### src/verilog/pcie_tlp_pkg.sv
package pcie_tlp_pkg;

    // --------------------
    // Datapath geometry
    // --------------------

    // Bits in one dword
    localparam int DW_WIDTH = 32;

    // Dwords per 64-bit core word and per 128-bit stream beat
    localparam int CORE_DWORDS = 2;
    localparam int STREAM_DWORDS = 4;

    localparam int CORE_DATA_W = CORE_DWORDS * DW_WIDTH;
    localparam int STREAM_DATA_W = STREAM_DWORDS * DW_WIDTH;

    // One keep bit per byte lane of a core word
    localparam int CORE_KEEP_W = CORE_DATA_W / 8;

    // BAR hit field as delivered by the core in its rx user bits
    localparam int BAR_HIT_W = 7;

    // --------------------
    // Reset and LED
    // --------------------

    localparam int RST_SYNC_STAGES = 2;

    // Roughly a 1 s blink period at 62.5 MHz
    localparam int LED_BLINK_BIT = 25;

    // --------------------
    // Types
    // --------------------

    typedef logic [CORE_DATA_W-1:0] core_word_t;
    typedef logic [STREAM_DATA_W-1:0] stream_beat_t;
    typedef logic [CORE_KEEP_W-1:0] byte_keep_t;
    typedef logic [STREAM_DWORDS-1:0] dw_keep_t;
    typedef logic [BAR_HIT_W-1:0] bar_hit_t;

    // Byte keep patterns of a core word
    // Low four lanes only
    localparam byte_keep_t KEEP_ONE_DW = 8'h0f;
    // All eight lanes
    localparam byte_keep_t KEEP_TWO_DW = 8'hff;

endpackage
### src/verilog/pcie_tlp_bridge.sv
module pcie_tlp_bridge (
    input  logic                        clk_pcie,
    input  logic                        rst,
    input  logic                        perst_n,
    input  logic                        user_reset,
    input  logic                        soft_rst,
    input  logic                        link_up,
    output logic                        led_state,

    // Core receive side
    input  pcie_tlp_pkg::core_word_t    rx_data,
    input  pcie_tlp_pkg::byte_keep_t    rx_keep,
    input  logic                        rx_last,
    input  logic                        rx_valid,
    input  pcie_tlp_pkg::bar_hit_t      rx_bar_hit,

    // Receive TLP stream
    output pcie_tlp_pkg::stream_beat_t  rxs_tdata,
    output pcie_tlp_pkg::dw_keep_t      rxs_tkeepdw,
    output logic                        rxs_tlast,
    output logic                        rxs_tvalid,
    output logic                        rxs_first,
    output pcie_tlp_pkg::bar_hit_t      rxs_bar_hit,

    // Transmit TLP stream
    input  pcie_tlp_pkg::stream_beat_t  txs_tdata,
    input  pcie_tlp_pkg::dw_keep_t      txs_tkeepdw,
    input  logic                        txs_tlast,
    input  logic                        txs_tvalid,
    output logic                        txs_tready,

    // Core transmit side
    output pcie_tlp_pkg::core_word_t    tx_data,
    output pcie_tlp_pkg::byte_keep_t    tx_keep,
    output logic                        tx_last,
    output logic                        tx_valid,
    input  logic                        tx_ready
);

    // Synchronized reset shared by both datapath directions
    logic rst_sub;

    // --------------------
    // Reset and status
    // --------------------

    pcie_link_status u_link_status (
        .clk_pcie    ( clk_pcie    ),
        .rst         ( rst         ),
        .perst_n     ( perst_n     ),
        .user_reset  ( user_reset  ),
        .soft_rst    ( soft_rst    ),
        .link_up     ( link_up     ),
        .rst_sub     ( rst_sub     ),
        .led_state   ( led_state   )
    );

    // --------------------
    // Receive path
    // --------------------

    tlp_rx_packer u_rx_packer (
        .clk_pcie    ( clk_pcie    ),
        .rst_sub     ( rst_sub     ),
        .rx_data     ( rx_data     ),
        .rx_keep     ( rx_keep     ),
        .rx_last     ( rx_last     ),
        .rx_valid    ( rx_valid    ),
        .rx_bar_hit  ( rx_bar_hit  ),
        .rxs_tdata   ( rxs_tdata   ),
        .rxs_tkeepdw ( rxs_tkeepdw ),
        .rxs_tlast   ( rxs_tlast   ),
        .rxs_tvalid  ( rxs_tvalid  ),
        .rxs_first   ( rxs_first   ),
        .rxs_bar_hit ( rxs_bar_hit )
    );

    // --------------------
    // Transmit path
    // --------------------

    tlp_tx_splitter u_tx_splitter (
        .clk_pcie    ( clk_pcie    ),
        .rst_sub     ( rst_sub     ),
        .txs_tdata   ( txs_tdata   ),
        .txs_tkeepdw ( txs_tkeepdw ),
        .txs_tlast   ( txs_tlast   ),
        .txs_tvalid  ( txs_tvalid  ),
        .txs_tready  ( txs_tready  ),
        .tx_data     ( tx_data     ),
        .tx_keep     ( tx_keep     ),
        .tx_last     ( tx_last     ),
        .tx_valid    ( tx_valid    ),
        .tx_ready    ( tx_ready    )
    );

endmodule

### src/verilog/pcie_link_status.sv
module pcie_link_status (
    input  logic clk_pcie,
    input  logic rst,
    input  logic perst_n,
    input  logic user_reset,
    input  logic soft_rst,
    input  logic link_up,
    output logic rst_sub,
    output logic led_state
);

    // --------------------
    // Datapath reset
    // --------------------

    // Any source holds the datapath in reset
    logic rst_any;

    // Synchronizer chain, shifts zeros in once all sources are quiet
    logic [pcie_tlp_pkg::RST_SYNC_STAGES-1:0] rst_pipe;

    assign rst_any = rst || !perst_n || user_reset || soft_rst;

    // Asserts at once, releases on clk_pcie
    always_ff @(posedge clk_pcie or posedge rst_any) begin
        if (rst_any) begin
            rst_pipe <= '1;
        end else begin
            rst_pipe <= {rst_pipe[pcie_tlp_pkg::RST_SYNC_STAGES-2:0], 1'b0};
        end
    end

    assign rst_sub = rst_pipe[pcie_tlp_pkg::RST_SYNC_STAGES-1];

    // --------------------
    // Heartbeat and LED
    // --------------------

    logic [pcie_tlp_pkg::LED_BLINK_BIT:0] beat_cnt;

    always_ff @(posedge clk_pcie or posedge rst) begin
        if (rst) begin
            beat_cnt <= '0;
        end else begin
            beat_cnt <= beat_cnt + 1'b1;
        end
    end

    // Steady on with link, blinking without
    assign led_state = link_up || beat_cnt[pcie_tlp_pkg::LED_BLINK_BIT];

endmodule

### src/verilog/tlp_tx_splitter.sv
module tlp_tx_splitter (
    input  logic                        clk_pcie,
    input  logic                        rst_sub,

    // 128-bit beats from the user
    input  pcie_tlp_pkg::stream_beat_t  txs_tdata,
    input  pcie_tlp_pkg::dw_keep_t      txs_tkeepdw,
    input  logic                        txs_tlast,
    input  logic                        txs_tvalid,
    output logic                        txs_tready,

    // 64-bit words to the core
    output pcie_tlp_pkg::core_word_t    tx_data,
    output pcie_tlp_pkg::byte_keep_t    tx_keep,
    output logic                        tx_last,
    output logic                        tx_valid,
    input  logic                        tx_ready
);

    // --------------------
    // Phase
    // --------------------

    // Low while sending the lower half, high for the upper half
    logic phase_hi;

    // Beat spills into the upper half
    logic has_upper;
    // Current word carries two dwords
    logic word_two;
    // Current word is the last one of the beat
    logic final_word;
    // Core takes a word this cycle
    logic word_accept;

    assign has_upper   = txs_tkeepdw[pcie_tlp_pkg::CORE_DWORDS];
    assign word_accept = tx_valid && tx_ready;
    assign final_word  = phase_hi || !has_upper;

    always_comb begin
        if (phase_hi) begin
            word_two = txs_tkeepdw[pcie_tlp_pkg::STREAM_DWORDS-1];
        end else begin
            word_two = txs_tkeepdw[pcie_tlp_pkg::CORE_DWORDS-1];
        end
    end

    // Phase holds while the core stalls
    always_ff @(posedge clk_pcie or posedge rst_sub) begin
        if (rst_sub) begin
            phase_hi <= 1'b0;
        end else if (word_accept) begin
            if (!phase_hi && has_upper) begin
                phase_hi <= 1'b1;
            end else begin
                phase_hi <= 1'b0;
            end
        end
    end

    // --------------------
    // Core outputs
    // --------------------

    always_comb begin
        if (phase_hi) begin
            tx_data = txs_tdata[pcie_tlp_pkg::STREAM_DATA_W-1:pcie_tlp_pkg::CORE_DATA_W];
        end else begin
            tx_data = txs_tdata[pcie_tlp_pkg::CORE_DATA_W-1:0];
        end
    end

    always_comb begin
        if (word_two) begin
            tx_keep = pcie_tlp_pkg::KEEP_TWO_DW;
        end else begin
            tx_keep = pcie_tlp_pkg::KEEP_ONE_DW;
        end
    end

    assign tx_last  = txs_tlast && final_word;

    // No word is offered to the core during datapath reset
    assign tx_valid = txs_tvalid && !rst_sub;

    // Beat is released only together with its final word
    assign txs_tready = word_accept && final_word;

endmodule

### src/verilog/tlp_rx_packer.sv
module tlp_rx_packer (
    input  logic                        clk_pcie,
    input  logic                        rst_sub,

    // Core receive words, always accepted
    input  pcie_tlp_pkg::core_word_t    rx_data,
    input  pcie_tlp_pkg::byte_keep_t    rx_keep,
    input  logic                        rx_last,
    input  logic                        rx_valid,
    input  pcie_tlp_pkg::bar_hit_t      rx_bar_hit,

    // 128-bit beats, no back-pressure
    output pcie_tlp_pkg::stream_beat_t  rxs_tdata,
    output pcie_tlp_pkg::dw_keep_t      rxs_tkeepdw,
    output logic                        rxs_tlast,
    output logic                        rxs_tvalid,
    output logic                        rxs_first,
    output pcie_tlp_pkg::bar_hit_t      rxs_bar_hit
);

    // --------------------
    // State
    // --------------------

    // Dwords collected in the current beat, 0 to 4
    logic [$clog2(pcie_tlp_pkg::STREAM_DWORDS+1)-1:0] fill_cnt;
    // Dword offset where the incoming word lands
    logic [$clog2(pcie_tlp_pkg::STREAM_DWORDS+1)-1:0] fill_base;
    logic [$clog2(pcie_tlp_pkg::STREAM_DWORDS+1)-1:0] fill_next;
    // Dwords carried by the incoming word
    logic [$clog2(pcie_tlp_pkg::STREAM_DWORDS+1)-1:0] word_dws;

    logic                       last_q;
    logic                       first_q;
    logic                       beat_out;
    pcie_tlp_pkg::stream_beat_t beat_q;
    pcie_tlp_pkg::bar_hit_t     bar_hit_q;

    // --------------------
    // Fill arithmetic
    // --------------------

    // Beat goes out once it holds more than one core word, or at packet end
    assign beat_out = last_q || (fill_cnt > pcie_tlp_pkg::CORE_DWORDS);

    // A word arriving while a beat is out starts the next beat at dword 0
    assign fill_base = beat_out ? '0 : fill_cnt;

    always_comb begin
        if (rx_keep == pcie_tlp_pkg::KEEP_TWO_DW) begin
            word_dws = 2;
        end else begin
            word_dws = 1;
        end
    end

    assign fill_next = fill_base + word_dws;

    // --------------------
    // Control registers
    // --------------------

    always_ff @(posedge clk_pcie or posedge rst_sub) begin
        if (rst_sub) begin
            fill_cnt <= '0;
            last_q   <= 1'b0;
            first_q  <= 1'b1;
        end else begin
            // Next beat is a first beat only if this one closed a packet
            if (beat_out) begin
                first_q <= last_q;
            end

            if (rx_valid) begin
                fill_cnt <= fill_next;
                last_q   <= rx_last;
            end else if (beat_out) begin
                fill_cnt <= '0;
                last_q   <= 1'b0;
            end
        end
    end

    // Beat payload and BAR hit of the latest word
    always_ff @(posedge clk_pcie) begin
        if (rx_valid) begin
            beat_q[pcie_tlp_pkg::DW_WIDTH*fill_base +: pcie_tlp_pkg::CORE_DATA_W] <= rx_data;
            bar_hit_q <= rx_bar_hit;
        end
    end

    // --------------------
    // Stream outputs
    // --------------------

    // Filled dwords are contiguous from dword 0
    always_comb begin
        for (int i = 0; i < pcie_tlp_pkg::STREAM_DWORDS; i++) begin
            rxs_tkeepdw[i] = (fill_cnt > i);
        end
    end

    assign rxs_tdata   = beat_q;
    assign rxs_tlast   = last_q;
    assign rxs_tvalid  = beat_out;
    assign rxs_first   = first_q;
    assign rxs_bar_hit = bar_hit_q;

endmodule

### config.mk
export PLATFORM = sky130hd
export DESIGN_NAME = pcie_tlp_bridge
export DESIGN_NICKNAME = d
export VERILOG_FILES = /design/src/verilog/pcie_tlp_pkg.sv /design/src/verilog/pcie_tlp_bridge.sv /design/src/verilog/pcie_link_status.sv /design/src/verilog/tlp_tx_splitter.sv /design/src/verilog/tlp_rx_packer.sv
export SDC_FILE = /design/constraint.sdc
export NUM_CORES = 1
export LEC_CHECK = 0
export BUFFER_PORTS_ARGS = -buffer_cell sky130_fd_sc_hd__buf_2
export CAP_MARGIN = 15
export CORE_AREA = 10 10 161 163
export CTS_CLUSTER_DIAMETER = 100
export DETAILED_ROUTE_END_ITERATION = 8
export DIE_AREA = 0 0 171 173
export GPL_ROUTABILITY_DRIVEN = 0
export PLACE_DENSITY = 0.66
export SLEW_MARGIN = 10
export SYNTH_ARGS = -nofsm -noshare
export SYNTH_HDL_FRONTEND = slang
export SYNTH_HIERARCHICAL = 1
export SYNTH_SLANG_ARGS = --single-unit
### constraint.sdc
create_clock -name clk_pcie -period 2.4 [get_ports clk_pcie]
set_input_delay 0.48 -clock clk_pcie [delete_from_list [all_inputs] [get_ports clk_pcie]]
set_output_delay 0.48 -clock clk_pcie [all_outputs]
set_load 0.02 [all_outputs]
**Word level (Yosys, flattened, before mapping)**

Cells that the tools add are included.

- Latch bits: 0
- Memory bits (read-only): 0
- Memories: 0
- Input port bits: 222
- RAM bits: 0
- Logic and storage cells: 44
- Bits in registers: 169

- Shift-type cells: 2
- Bitwise logic cells: 0
- Divide/modulo/power cells: 0
- Reductions and logical operators: 16
- Multiplexer cells: 10
- Eq/ne operators: 1
- Order comparisons: 4
- Multipliers: 0
- $add $sub $neg: 3

Operator list:

| operator | count |
|---|---|
| 128-bit bitwise mux | 1 |
| 64-bit by 34-bit variable shift with 128-bit output (first input constant) | 1 |
| 64-bit by 34-bit variable part select with 128-bit output | 1 |
| 64-bit two-way mux | 1 |
| 8-bit negator with 34-bit output | 1 |
| 26-bit by 1-bit adder with 26-bit output (second input constant) | 1 |
| 8-bit equality test (second input constant) | 1 |
| 8-bit two-way mux | 1 |
| 3-bit by 1-bit greater-than comparator with 1-bit output (second input constant) | 2 |
| 3-bit by 2-bit greater-than comparator with 1-bit output (second input constant) | 2 |
| 1-bit logical OR | 6 |
| 3-bit two-way mux | 2 |
| 1-bit logical AND | 5 |
| 1-bit zero test | 4 |
| 1-bit two-way mux | 4 |
| 3-bit by 2-bit adder with 3-bit output | 1 |
| 2-bit two-way mux | 1 |
| 2-bit nonzero test | 1 |

**Logic depth before layout (Yosys ltp)**

- Word-level depth: 6
- Depth in mapped cells: 9
- Depth with buffers taken out: 6

**By module**

The synthesis kept the hierarchy.

Modules (own cells, without submodules):

| module | times used | sequential area each (um^2) | cells each | area each (um^2) |
|---|---|---|---|---|
| tlp_rx_packer | 1 | 4180.3 | 436 | 5859.4 |
| pcie_link_status | 1 | 703.2 | 101 | 1229.9 |
| tlp_tx_splitter | 1 | 25.0 | 89 | 1031.0 |

**Least setup slack after synthesis**

Ideal clock, no wire load.

- Path kind: register -> register
- Start point: register, netlist name u_rx_packer/rxs_tlast
- End point: register u_rx_packer.beat_q[64] (netlist: u_rx_packer/rxs_tdata[64]), enable pin
- Slack: -2.390 ns
- Buffers on the path: 3
- Arrival: 4.329 ns
- Required time: 1.939 ns
- Stages on the path, launching flop included: 8
- Period minus slack after synthesis: 4.790 ns
- Setup time: 0.461 ns
- Path through: dfrtp_1 or4b_1 buf_2 buf_1 ha_1 clkbuf_1 nand4_1 nor3_1

RTL lines:

| element | RTL line | text |
|---|---|---|
| end signal, assigned by index | tlp_rx_packer.sv:87 | `beat_q[pcie_tlp_pkg::DW_WIDTH*fill_base +: pcie_tlp_pkg::CORE_DATA_W] <= rx_data;` |
| end, declared | tlp_rx_packer.sv:36 | `pcie_tlp_pkg::stream_beat_t beat_q;` |

==> impl_metrics.tcl <==
set metrics [dict create \
    crit_start "u_rx_packer/fill_cnt[2]" \
    cp-endpoint "u_rx_packer/rxs_tdata[64]" \
    ys_seq_elements 169 \
    ctsHoldBuffers 0 \
    die_w_um 171 \
    final.period_utilization_pct 97.3 \
    slowest_delay_ps 560 \
    num_vias 6875 \
    cts_sinks 169 \
    tns_ps 0 \
    powerDensity_nw_per_um2 911 \
    synth_area_leaders "edfxtp_1 50%, dfrtp_1 9.6%, mux2_4 5.4%" \
    dp_hpwl_um 23500 \
    syn_inst 626 \
    core_um2 22600 \
    yosysWarnings 6 \
    path_class "register to register" \
    cp_max_fo 8 \
    peakVddDrop_mv 0.542 \
    required_ps 2540 \
    dpl_worst_slack_ps -26.9 \
    htreeDepth 4 \
    die_h_um 173 \
    root_buffer "clkbuf_16" \
    clk_latency_ps 430 \
    ant_nets 0 \
    fin_cells 1378 \
    drc 0 \
    track_usage_pct 19.3 \
    fin_nets 1302 \
    fin_worst_skew_ps 14.8 \
    io_pins 440 \
    clockBufferDepth 2 \
    wl_per_cell_um 21.8 \
    r2r-end "u_rx_packer/rxs_tdata[64]" \
    rsz0062_at_grt "yes" \
    routed_wl_um 30000 \
    num_rows 55 \
    rr_worst_depth 7 \
    via_per_inst 4.99 \
    worstPathArrival_ps 2480 \
    grt_pass1_vias 7144 \
    max_freq_ghz 0.428 \
    p_leak_nw 5.16 \
    grt_pass1_wl_um 43700 \
    dieArea_um2 29600 \
    layout_commonest_cell "buf_2" \
    tightest_slew_ps 525 \
    synth_top_cell_area_share_pct 49.9 \
    critPathSlowestCell "or4b_4" \
    crit_chain "or4b_4 -> ha_4 -> ha_4 -> nand4_1 -> nor3_4 -> buf_6 -> clkbuf_16" \
    run_status "complete, no violations" \
    synth_cell_types 47 \
    first_pass_iters 5 \
    cts_tree "yes" \
    syn_area_um2 8120 \
    setup_viol 0 \
    cts_buffers 17 \
    cp-end-kind "register" \
    portBuffers 434 \
    grt-ovfl-total 0 \
    mostFrequentLayoutCells "434 x buf_2, 135 x edfxtp_1, 74 x nand2_1" \
    rr_startpoint "u_rx_packer/fill_cnt[2]" \
    worst_slew_margin_rel_pct 64.9 \
    hold_violations 0 \
    synth_top_area_cell "edfxtp_1" \
    antenna_found_initial 9 \
    drt_iter0_drc 584 \
    drv_slew 0 \
    fin_crit_ps 2330 \
    path_clk_slew_ps 70 \
    initial_core_util_pct 36.0 \
    syn_area_per_cell_um2 13.0 \
    reg2reg_slack_ps 70 \
    critPathMostFrequentCell "ha_4" \
    worst_slack_ps 65.9 \
    synth_seq_area_share_pct 60.4 \
    grt_max_degree 35 \
    maxCapViolations 0 \
    drive_gt1_share_pct 55.1 \
    startpoint_type "register" \
    placed_cells 1337 \
    hold_path.class "primary input to asynchronous set/reset pin" \
    syn2layout_area_growth_pct 42.2 \
]
==> metal layers <==
metal	GRT usage, %	part of all wire (%)	up-vias
met5	0	0.21	-
li1	-	-	3179
met3	6.90	9.9	49
met1	22.2	38	3277
met4	6.78	2.3	10
met2	32.1	49	360
==> kinds of logic after synthesis <==
group | share of synthesized area [%]
mux | 10.6
simple gates | 12.3
other cells | 0.139
buf+inv | 4.05
flops | 60.4
fa+ha+maj | 0.863
xor+xnor | 2.70
compound gates | 8.89
==> power breakdown <==
part / switching [mW] / internal (mW)
logic: 2.35 / 1.66
clock network: 1.30 / 1.49
registers: 0.107 / 3.59
==> synth_stat cells, drive strengths merged <==
cell type  number
nand2b          1
conb            3
a211oi          1
nor4            2
nand4          13
and3            8
o211ai          1
buf            30
or4b            1
ha              4
xnor2          16
a21oi          33
xor2            9
nand2          74
nand3b          1
fa              1
or2             3
or3             1
mux2           66
a21o            1
clkbuf         19
mux2i           1
nor4b           1
nor2b           4
nor2           39
o21ai           1
a22oi          32
dfstp           3
and4            3
edfxtp        135
nor3b           1
inv             8
and2           38
a22o           33
dfrtp          31
nand3           6
nor3            2
==> what timing repair did <==
item / 4_1_cts / 5_1_grt
pin swaps: 0 / 2
cloned: 1 / 1
buffers inserted: 4 / 0
gates resized for setup: 2 / 3
setup endpoints to repair: 66 / 77
==> how the worst min path moves through the flow <==
stage / start / to / slack, ps / cells past startpoint
final: rst / u_link_status/beat_cnt[13] / 110 / 3
after global routing: rst / u_link_status/beat_cnt[13] / 130 / 3
after CTS: rst / u_link_status/beat_cnt[10] / 100 / 3
after detailed placement: u_link_status/rst_pipe[1] / u_tx_splitter/phase_hi / 130 / 1
after global placement: u_link_status/rst_pipe[1] / u_tx_splitter/phase_hi / 130 / 1
after floorplan: u_link_status/rst_pipe[1] / u_tx_splitter/phase_hi / 90 / 1
==> critical path, delay by kind of cell, from the launching register on <==
| kind | cells | cell delay [ps] |
|---|---|---|
| adder cells (fa/ha/maj) | 2 | 480 |
| AND/OR/NAND/NOR | 3 | 920 |
| flip-flops | 1 | 370 |
| buffers and inverters | 2 | 290 |
==> sequential cells by signal (all words and copies together) (netlist names) <==
signal / cells
u_rx_packer/rxs_tlast: 1
u_link_status/rst_pipe: 2
u_rx_packer/fill_cnt: 3
u_tx_splitter/phase_hi: 1
u_rx_packer/rxs_bar_hit: 7
u_link_status/beat_cnt: 26
u_rx_packer/rxs_first: 1
u_rx_packer/rxs_tdata: 128
==> area by class of cell <==
class                           count  area (µm²)
Antenna cell                        5        12.5
Clock buffer                       17         425
Clock inverter                     15         179
Fill cell                        2008       11000
Inverter                            8        30.0
Multi-Input combinational cell    403        2970
Sequential cell                   169        4910
Tap cell                          285         357
Timing Repair Buffer              476        2660
==> metrics by stage <==
step	total power [mW]	util (%)	cell area [µm²]	hold WS, ps
after floorplan	6.34	-	8230	91.9
after global placement	7.67	48.1	10900	126
after detailed placement	7.74	48.1	10900	126
after CTS	10.6	51.1	11500	99.3
after global routing	11.0	51.1	11500	125
final	10.5	51.1	11500	107
(Power assumes the default switching activity.)
